## src/source/lpif_link_consts.svh

```systemverilog
// Link widths and PHY layout
`ifndef LPIF_LINK_CONSTS_SVH
`define LPIF_LINK_CONSTS_SVH

//////////////////////////////
// Channel fields
//////////////////////////////

// Channel data bus
`define LPIF_DATA_W 32
// Opaque CRC carried with the data
`define LPIF_CRC_W 8

//////////////////////////////
// PHY word layout
//////////////////////////////

// One PHY channel word, marker on top, then strobe
`define LPIF_PHY_W 40
// What is left after marker and strobe
`define LPIF_PHY_PAYLOAD_W (`LPIF_PHY_W - 2)

// Online delay counts and debug counters
`define LPIF_DELAY_W 16
`define LPIF_DBG_W 32

`endif

```

## src/source/lpif_link_pkg.sv

```systemverilog
// Link channel and PHY types
`default_nettype none
`include "lpif_link_consts.svh"

package lpif_link_pkg;

  //////////////////////////////
  // Channel word
  //////////////////////////////

  // Same layout upstream, downstream and on the flit
  // valid sits in bit 0
  typedef struct packed {
    logic [3:0]             state;
    logic [1:0]             protid;
    logic [`LPIF_DATA_W-1:0] data;
    logic                   dvalid;
    logic [`LPIF_CRC_W-1:0] crc;
    logic                   crc_valid;
    logic                   valid;
  } lpif_chan_t;

  // Flit size, and the part that spills into PHY word 1
  localparam int LPIF_FLIT_W      = $bits(lpif_chan_t);
  localparam int LPIF_PHY1_FLIT_W = LPIF_FLIT_W - `LPIF_PHY_PAYLOAD_W;

  //////////////////////////////
  // PHY word
  //////////////////////////////

  typedef struct packed {
    logic                          marker;
    logic                          strobe;
    logic [`LPIF_PHY_PAYLOAD_W-1:0] payload;
  } phy_word_t;

  // Next value of an online counter, saturating, cleared when offline
  function automatic logic [`LPIF_DELAY_W-1:0] sync_count(
    input logic                     online,
    input logic [`LPIF_DELAY_W-1:0] cnt
  );
    if (!online) return '0;
    if (&cnt) return cnt;
    return cnt + 1'b1;
  endfunction

  // High once this sample completes the programmed run of online cycles
  function automatic logic sync_done(
    input logic                     online,
    input logic [`LPIF_DELAY_W-1:0] cnt,
    input logic [`LPIF_DELAY_W-1:0] delay
  );
    logic [`LPIF_DELAY_W:0] seen;
    seen = {1'b0, cnt} + 1'b1;
    return online && (seen >= {1'b0, delay});
  endfunction

endpackage

`default_nettype wire

```

## src/source/lpif_auto_sync.sv

```systemverilog
// Online delay and user bit sync
`default_nettype none
`include "lpif_link_consts.svh"

module lpif_auto_sync import lpif_link_pkg::*; (
  input  logic                     clk_wr,
  input  logic                     arst_n,
  // Raw online indications
  input  logic                     tx_online,
  input  logic                     rx_online,
  // Programmed delays, x for rx and y for tx
  input  logic [`LPIF_DELAY_W-1:0] delay_x_value,
  input  logic [`LPIF_DELAY_W-1:0] delay_y_value,
  // User strobe and marker requests
  input  logic                     tx_stb_userbit,
  input  logic [1:0]               tx_mrk_userbit,
  // Delayed online
  output logic                     tx_online_delay,
  output logic                     rx_online_delay,
  // Persistent strobe and marker toward the PHY
  output logic                     tx_auto_stb_userbit,
  output logic [1:0]               tx_auto_mrk_userbit
);

  //////////////////////////////
  // Online counters
  //////////////////////////////

  // Cycles seen with online high, per direction
  logic [`LPIF_DELAY_W-1:0] tx_cnt;
  logic [`LPIF_DELAY_W-1:0] rx_cnt;

  // Delayed online for the coming cycle
  logic tx_up;
  logic rx_up;

  assign tx_up = sync_done(tx_online, tx_cnt, delay_y_value);
  assign rx_up = sync_done(rx_online, rx_cnt, delay_x_value);

  always_ff @(posedge clk_wr or negedge arst_n) begin
    if (!arst_n) begin
      tx_cnt          <= '0;
      rx_cnt          <= '0;
      tx_online_delay <= 1'b0;
      rx_online_delay <= 1'b0;
    end else begin
      // A drop of online clears the count at once
      tx_cnt          <= sync_count(tx_online, tx_cnt);
      rx_cnt          <= sync_count(rx_online, rx_cnt);
      tx_online_delay <= tx_up;
      rx_online_delay <= rx_up;
    end
  end

  //////////////////////////////
  // User bits
  //////////////////////////////

  // Registered with the same gate as tx_online_delay,
  // so both drop together
  always_ff @(posedge clk_wr or negedge arst_n) begin
    if (!arst_n) begin
      tx_auto_stb_userbit <= 1'b0;
      tx_auto_mrk_userbit <= '0;
    end else if (tx_up) begin
      tx_auto_stb_userbit <= tx_stb_userbit;
      tx_auto_mrk_userbit <= tx_mrk_userbit;
    end else begin
      tx_auto_stb_userbit <= 1'b0;
      tx_auto_mrk_userbit <= '0;
    end
  end

endmodule

`default_nettype wire

```

## src/source/lpif_flit_map.sv

```systemverilog
// User channel to flit mapping
`default_nettype none
`include "lpif_link_consts.svh"

module lpif_flit_map import lpif_link_pkg::*; (
  input  logic                   clk_wr,
  input  logic                   arst_n,
  // User side
  input  lpif_chan_t             ustrm,
  output lpif_chan_t             dstrm,
  // Link side
  output lpif_chan_t             tx_flit,
  input  lpif_chan_t             rx_flit,
  // Word counters
  output logic [`LPIF_DBG_W-1:0] tx_upstream_debug_status,
  output logic [`LPIF_DBG_W-1:0] rx_downstream_debug_status
);

  //////////////////////////////
  // Upstream
  //////////////////////////////

  // Valid-only channel, no ready
  // Every cycle is taken as it comes
  always_ff @(posedge clk_wr or negedge arst_n) begin
    if (!arst_n) begin
      tx_flit <= '0;
    end else begin
      tx_flit <= ustrm;
    end
  end

  // Upstream words with valid set, wraps
  always_ff @(posedge clk_wr or negedge arst_n) begin
    if (!arst_n) begin
      tx_upstream_debug_status <= '0;
    end else if (ustrm.valid) begin
      tx_upstream_debug_status <= tx_upstream_debug_status + 1'b1;
    end
  end

  //////////////////////////////
  // Downstream
  //////////////////////////////

  // rx_flit arrives already qualified
  // A rejected flit comes in as all zero
  always_ff @(posedge clk_wr or negedge arst_n) begin
    if (!arst_n) begin
      dstrm <= '0;
    end else begin
      dstrm <= rx_flit;
    end
  end

  // Counted on the edge that loads dstrm
  always_ff @(posedge clk_wr or negedge arst_n) begin
    if (!arst_n) begin
      rx_downstream_debug_status <= '0;
    end else if (rx_flit.valid) begin
      rx_downstream_debug_status <= rx_downstream_debug_status + 1'b1;
    end
  end

endmodule

`default_nettype wire

```

## src/source/lpif_phy_concat.sv

```systemverilog
// Flit split over two PHY words
`default_nettype none
`include "lpif_link_consts.svh"

module lpif_phy_concat import lpif_link_pkg::*; (
  input  logic       clk_wr,
  input  logic       arst_n,
  // Flits
  input  lpif_chan_t tx_flit,
  output lpif_chan_t rx_flit,
  // From auto sync
  input  logic       tx_online_delay,
  input  logic       rx_online_delay,
  input  logic       tx_stb_userbit,
  input  logic [1:0] tx_mrk_userbit,
  // PHY channels
  output phy_word_t  tx_phy0,
  output phy_word_t  tx_phy1,
  input  phy_word_t  rx_phy0,
  input  phy_word_t  rx_phy1
);

  //////////////////////////////
  // Transmit
  //////////////////////////////

  // Next words and their registers
  phy_word_t tx_next0;
  phy_word_t tx_next1;
  phy_word_t tx_q0;
  phy_word_t tx_q1;

  always_comb begin
    tx_next0 = '0;
    tx_next1 = '0;
    // Low flit bits fill word 0
    tx_next0.payload = tx_flit[`LPIF_PHY_PAYLOAD_W-1:0];
    // Remaining top bits in word 1, upper payload stays zero
    tx_next1.payload[LPIF_PHY1_FLIT_W-1:0] =
      tx_flit[LPIF_FLIT_W-1:`LPIF_PHY_PAYLOAD_W];
    tx_next0.strobe = tx_stb_userbit;
    tx_next1.strobe = tx_stb_userbit;
    // One marker bit per lane
    tx_next0.marker = tx_mrk_userbit[0];
    tx_next1.marker = tx_mrk_userbit[1];
  end

  always_ff @(posedge clk_wr or negedge arst_n) begin
    if (!arst_n) begin
      tx_q0 <= '0;
      tx_q1 <= '0;
    end else begin
      tx_q0 <= tx_next0;
      tx_q1 <= tx_next1;
    end
  end

  // Quiet lanes while tx is not online
  assign tx_phy0 = tx_online_delay ? tx_q0 : '0;
  assign tx_phy1 = tx_online_delay ? tx_q1 : '0;

  //////////////////////////////
  // Receive
  //////////////////////////////

  phy_word_t rx_q0;
  phy_word_t rx_q1;
  logic      rx_strobed;

  always_ff @(posedge clk_wr or negedge arst_n) begin
    if (!arst_n) begin
      rx_q0 <= '0;
      rx_q1 <= '0;
    end else begin
      rx_q0 <= rx_phy0;
      rx_q1 <= rx_phy1;
    end
  end

  // Both channels must carry a strobe
  assign rx_strobed = rx_q0.strobe & rx_q1.strobe;

  // Reassemble, or pass zero when not qualified
  always_comb begin
    rx_flit = '0;
    if (rx_online_delay && rx_strobed) begin
      rx_flit = {rx_q1.payload[LPIF_PHY1_FLIT_W-1:0], rx_q0.payload};
    end
  end

endmodule

`default_nettype wire

```

## src/source/lpif_link_top.sv

```systemverilog
// Logic link slave top
`default_nettype none
`include "lpif_link_consts.svh"

module lpif_link_top import lpif_link_pkg::*; (
  input  logic                     clk_wr,
  input  logic                     arst_n,
  // Control
  input  logic                     tx_online,
  input  logic                     rx_online,
  input  logic [`LPIF_DELAY_W-1:0] delay_x_value,
  input  logic [`LPIF_DELAY_W-1:0] delay_y_value,
  input  logic [1:0]               tx_mrk_userbit,
  input  logic                     tx_stb_userbit,
  // User channels
  input  lpif_chan_t               ustrm,
  output lpif_chan_t               dstrm,
  // PHY
  output phy_word_t                tx_phy0,
  output phy_word_t                tx_phy1,
  input  phy_word_t                rx_phy0,
  input  phy_word_t                rx_phy1,
  // Debug counters
  output logic [`LPIF_DBG_W-1:0]   tx_upstream_debug_status,
  output logic [`LPIF_DBG_W-1:0]   rx_downstream_debug_status
);

  //////////////////////////////
  // Internal wires
  //////////////////////////////

  lpif_chan_t tx_flit;
  lpif_chan_t rx_flit;
  logic       tx_online_delay;
  logic       rx_online_delay;
  logic       tx_auto_stb_userbit;
  logic [1:0] tx_auto_mrk_userbit;

  // Online delays and persistent user bits
  lpif_auto_sync u_auto_sync (
    .clk_wr              (clk_wr),
    .arst_n              (arst_n),
    .tx_online           (tx_online),
    .rx_online           (rx_online),
    .delay_x_value       (delay_x_value),
    .delay_y_value       (delay_y_value),
    .tx_stb_userbit      (tx_stb_userbit),
    .tx_mrk_userbit      (tx_mrk_userbit),
    .tx_online_delay     (tx_online_delay),
    .rx_online_delay     (rx_online_delay),
    .tx_auto_stb_userbit (tx_auto_stb_userbit),
    .tx_auto_mrk_userbit (tx_auto_mrk_userbit)
  );

  // User side
  lpif_flit_map u_flit_map (
    .clk_wr                     (clk_wr),
    .arst_n                     (arst_n),
    .ustrm                      (ustrm),
    .dstrm                      (dstrm),
    .tx_flit                    (tx_flit),
    .rx_flit                    (rx_flit),
    .tx_upstream_debug_status   (tx_upstream_debug_status),
    .rx_downstream_debug_status (rx_downstream_debug_status)
  );

  // PHY side
  lpif_phy_concat u_phy_concat (
    .clk_wr          (clk_wr),
    .arst_n          (arst_n),
    .tx_flit         (tx_flit),
    .rx_flit         (rx_flit),
    .tx_online_delay (tx_online_delay),
    .rx_online_delay (rx_online_delay),
    .tx_stb_userbit  (tx_auto_stb_userbit),
    .tx_mrk_userbit  (tx_auto_mrk_userbit),
    .tx_phy0         (tx_phy0),
    .tx_phy1         (tx_phy1),
    .rx_phy0         (rx_phy0),
    .rx_phy1         (rx_phy1)
  );

endmodule

`default_nettype wire

```

## config.mk

```make
export PLATFORM = sky130hd
export DESIGN_NAME = lpif_link_top
export DESIGN_NICKNAME = d
export VERILOG_FILES = /design/src/source/lpif_link_pkg.sv /design/src/source/lpif_auto_sync.sv /design/src/source/lpif_flit_map.sv /design/src/source/lpif_phy_concat.sv /design/src/source/lpif_link_top.sv
export VERILOG_INCLUDE_DIRS = /design/src /design/src/source
export SDC_FILE = /design/constraint.sdc
export NUM_CORES = 1
export LEC_CHECK = 0
export BUFFER_PORTS_ARGS = -buffer_cell sky130_fd_sc_hd__buf_2
export CAP_MARGIN = 20
export CORE_MARGIN = 5
export CORE_UTILIZATION = 40
export DETAILED_ROUTE_END_ITERATION = 8
export HOLD_SLACK_MARGIN = 0.08
export PLACE_DENSITY = 0.65
export SYNTH_ARGS = -nofsm -noshare
export SYNTH_HDL_FRONTEND = slang
export SYNTH_SLANG_ARGS = --single-unit
export TNS_END_PERCENT = 30
```

## constraint.sdc

```tcl
create_clock -name clk_wr -period 5.9 [get_ports clk_wr]
set_input_delay 0.885 -clock clk_wr [delete_from_list [all_inputs] [get_ports clk_wr]]
set_output_delay 0.885 -clock clk_wr [all_outputs]
set_load 0.02 [all_outputs]
```

==> qor.yml <==
status: "complete, no violations"
cp_max_fo: 6
clock_sinks: 302
hold_depth: 0
antenna_cells: 0
period_share: 0.511
fin_crit_ns: 3.01
syn_area_per_cell_um2: 13.1
antenna_left: 0
critPathKind: "flip-flop to flip-flop"
seq_area_um2: 7560
final_nets: 1397
cts_tree: "yes"
synth_area_um2: 11400
min_path_type: "flip-flop to flip-flop"
hold_viol_final: 0
dp_slack_ns: 2.94
n_fill_cell: 2515
grt_pass1_wl_mm: 39.3
cts_max_path_buffers: 3
p_total_uw: 4490
synth.distinct_cells: 50
synth_seq_cells: 302
start_kind: "flip-flop"
vias: 7263
drv_cap: 0
r2r_slack_ns: 2.89
fin_ws_ns: 2.89
critPathMaxStageDelay_ns: 0.86
drc_errors: 0
reg2reg_from: "u_auto_sync.tx_cnt[2]$_DFFE_PN0P_"
die_width_um: 179
hold_start: "u_flit_map.tx_flit[11]$_DFF_PN0_"
die_area_um2: 32000
gp_congestion: 0.799
drt-pass1-iter-count: 4
drt-total-wl_mm: 25.3
synth-main-ff-cell: "dfrtp_1"
synth_cells: 868
routedWlPerCell_um: 15.9
maxSlewViolCount: 0
cts_buffers: 34
antenna_found_initial: 0
coreArea_um2: 27900
dpl.hpwl_mm: 18.6
power.static_leakage_uw: 0.00776
arrival_ns: 3.37
finalClockSkew_ns: 0.0122
grt_usage: 0.155
rsz0062_at_grt: "no"
io_buffers: 304
grt_pass1_vias: 7378
path_cells: "nand3_1 -> nor4_1 -> nand2_1 -> xnor2_1 -> ha_1 -> and3_1 -> nor4b_1 -> nor3b_1 -> o211a_1 -> nor2b_1"
h-tree-depth: 2
holdPathEnd: "u_phy_concat.tx_q0[11]$_DFF_PN0_"
initial_utilization: 0.408
crit_slowest_cell: "nor4_1"
worstSetupEndpointType: "flip-flop"
cts_hold_buf: 0
ys.warnings.count: 0
ys_seq_area_frac: 0.663
die_y_um: 179
overflow: 0
worstReg2RegEnd: "u_auto_sync.tx_online_delay$_DFF_PN0_"
grt_start_max_net_pins: 164
synth_edf_count: 0
clkSlewWorstSetupHoldPaths_ns: 0.06
hold_ws_ns: 0.337
drive_gt1_frac: 0.306
drt_iter0_markers: 323
ir_worst_vdd_uv: 142
rows: 61
setup-tns-final_ns: 0
root_buffer: "clkbuf_16"
async_flop_share: 1.00
finalSetupViolCount: 0
syn2layout_area_growth_pct: 26.0
r2r_cells: 10
cp.required_ns: 6.26
power.density_nw_per_um2: 313
viasPerCell: 4.56
clkLatencyLatePin_ns: 0.49
multi_input_area_um2: 3520
fmax_mhz: 332
slew_headroom: 0.333
cts_resized: 0
num_io_pins: 361
worst_pin_slew_ns: 0.992
cts_setup_buffers: 0
-- sequential cells by signal (all words and copies together), names as in the netlist --
name / count
u_auto_sync.rx_cnt: 16
u_flit_map.tx_upstream_debug_status: 32
u_flit_map.tx_flit: 49
u_auto_sync.tx_online_delay: 1
u_auto_sync.tx_auto_stb_userbit: 1
u_flit_map.dstrm: 49
u_auto_sync.tx_cnt: 16
u_auto_sync.rx_online_delay: 1
u_phy_concat.tx_q1: 12
u_auto_sync.tx_auto_mrk_userbit: 2
u_phy_concat.rx_q1: 12
u_flit_map.rx_downstream_debug_status: 32
u_phy_concat.rx_q0: 39
u_phy_concat.tx_q0: 40
-- logic make-up (layout without fill, tap and decap cells) --
group,after synthesis,count (layout),share of synthesized area
compound gates,53,53,0.0334
xor+xnor,92,92,0.0707
fa+ha+maj,36,36,0.0395
buf+inv,82,404,0.0372
flops,302,302,0.663
mux,4,4,0.00373
other cells,1,27,0.000329
simple gates,298,298,0.152
-- cell type report --
class	instances	share of cell area
Multi-Input combinational cell	510	0.245
Timing Repair Buffer	308	0.110
Sequential cell	302	0.526
Clock inverter	11	0.00784
Inverter	37	0.00967
Tap cell	378	0.0329
Clock buffer	48	0.0692
-- metrics by stage --
stage           util  instances  area (um2)
6_report       0.514       1594       14400
3_3_place_gp   0.475       1535       13300
3_5_place_dp   0.475       1535       13300
2_1_floorplan      -        894       11500
5_1_grt        0.514       1594       14400
4_1_cts        0.514       1594       14400
-- cell usage in the layout, fill, tap and decap left out, types with 2 or more instances in the layout --
cell | netlist | final
a211oi_1 | 2 | 2
a21boi_0 | 2 | 2
a21o_1 | 4 | 4
a21oi_1 | 7 | 7
a31oi_1 | 4 | 4
and2_1 | 107 | 107
and3_1 | 20 | 20
and3b_1 | 2 | 2
and4_1 | 12 | 12
buf_2 | 3 | 303
buf_4 | 28 | 3
bufinv_16 | 0 | 2
clkbuf_1 | 13 | 6
clkbuf_16 | 0 | 35
clkbuf_8 | 0 | 7
clkinv_2 | 0 | 7
conb_1 | 1 | 27
dfrtp_1 | 302 | 302
ha_1 | 36 | 36
inv_1 | 37 | 37
inv_6 | 0 | 2
mux2_2 | 2 | 2
mux2i_1 | 2 | 2
nand2_1 | 41 | 41
nand3_1 | 35 | 35
nand3b_1 | 2 | 2
nand4_1 | 22 | 22
nor2_1 | 30 | 30
nor2b_1 | 2 | 2
nor3_1 | 7 | 7
nor3_2 | 2 | 2
nor3b_1 | 2 | 2
nor4_1 | 2 | 2
o211a_1 | 6 | 6
o21a_1 | 18 | 18
o21ai_0 | 6 | 6
xnor2_1 | 62 | 62
xor2_1 | 30 | 30
-- metal layers --
metal	global-route usage	vias up	routed length (um)
li1	-	3463	-
met1	0.198	3558	10300
met2	0.266	195	12700
met3	0.0318	47	1680
met4	0.0467	0	659
met5	0	-	0
-- how the worst max path moves through the flow --
stage / start / endpoint / slack (ns) / cells past startpoint
after floorplan: u_auto_sync.tx_cnt[0]$_DFFE_PN0P_ / u_auto_sync.tx_auto_mrk_userbit[0]$_DFF_PN0_ / 3.32 / 11
after global placement: u_auto_sync.tx_cnt[2]$_DFFE_PN0P_ / u_auto_sync.tx_auto_stb_userbit$_DFF_PN0_ / 3.02 / 10
after detailed placement: u_auto_sync.tx_cnt[2]$_DFFE_PN0P_ / u_auto_sync.tx_online_delay$_DFF_PN0_ / 2.94 / 10
after CTS: u_auto_sync.tx_cnt[2]$_DFFE_PN0P_ / u_auto_sync.tx_auto_mrk_userbit[1]$_DFF_PN0_ / 2.92 / 10
after global routing: u_auto_sync.tx_cnt[2]$_DFFE_PN0P_ / u_auto_sync.tx_auto_stb_userbit$_DFF_PN0_ / 2.68 / 10
final: u_auto_sync.tx_cnt[2]$_DFFE_PN0P_ / u_auto_sync.tx_online_delay$_DFF_PN0_ / 2.89 / 10
-- critical path: cells and delay by family, from the launching register on --
family                     cells  cell delay [ns]
DFF                            1             0.43
AOI/OAI and AO/OA              1             0.25
xor gates and xnor gates       1             0.21
adders and majority gates      1             0.26
and+or+nand+nor                7             1.75
-- power by group --
| group | switching [uW] | total (uW) | internal, uW |
|---|---|---|---|
| combinational | 154 | 243 | 88.9 |
| clock | 787 | 2050 | 1260 |
| sequential | 49.2 | 2200 | 2150 |
| total | 990 | 4490 | 3500 |
-- cells in the mapped netlist, types with 3 or more instances --
library cell | instances | area share
nor3_1 | 7 | 0.0031
nand3_1 | 35 | 0.015
nand4_1 | 22 | 0.012
a21o_1 | 4 | 0.0026
o21ai_0 | 6 | 0.0026
nor2_1 | 30 | 0.0099
and4_1 | 12 | 0.0092
and3_1 | 20 | 0.011
a21oi_1 | 7 | 0.0031
buf_4 | 28 | 0.018
dfrtp_1 | 302 | 0.66
ha_1 | 36 | 0.040
xor2_1 | 30 | 0.023
nand2_1 | 41 | 0.013
inv_1 | 37 | 0.012
and2_1 | 107 | 0.059
xnor2_1 | 62 | 0.048
buf_2 | 3 | 0.0013
o21a_1 | 18 | 0.012
o211a_1 | 6 | 0.0053
a31oi_1 | 4 | 0.0022
clkbuf_1 | 13 | 0.0043
Power figures use the tool's default switching activity.
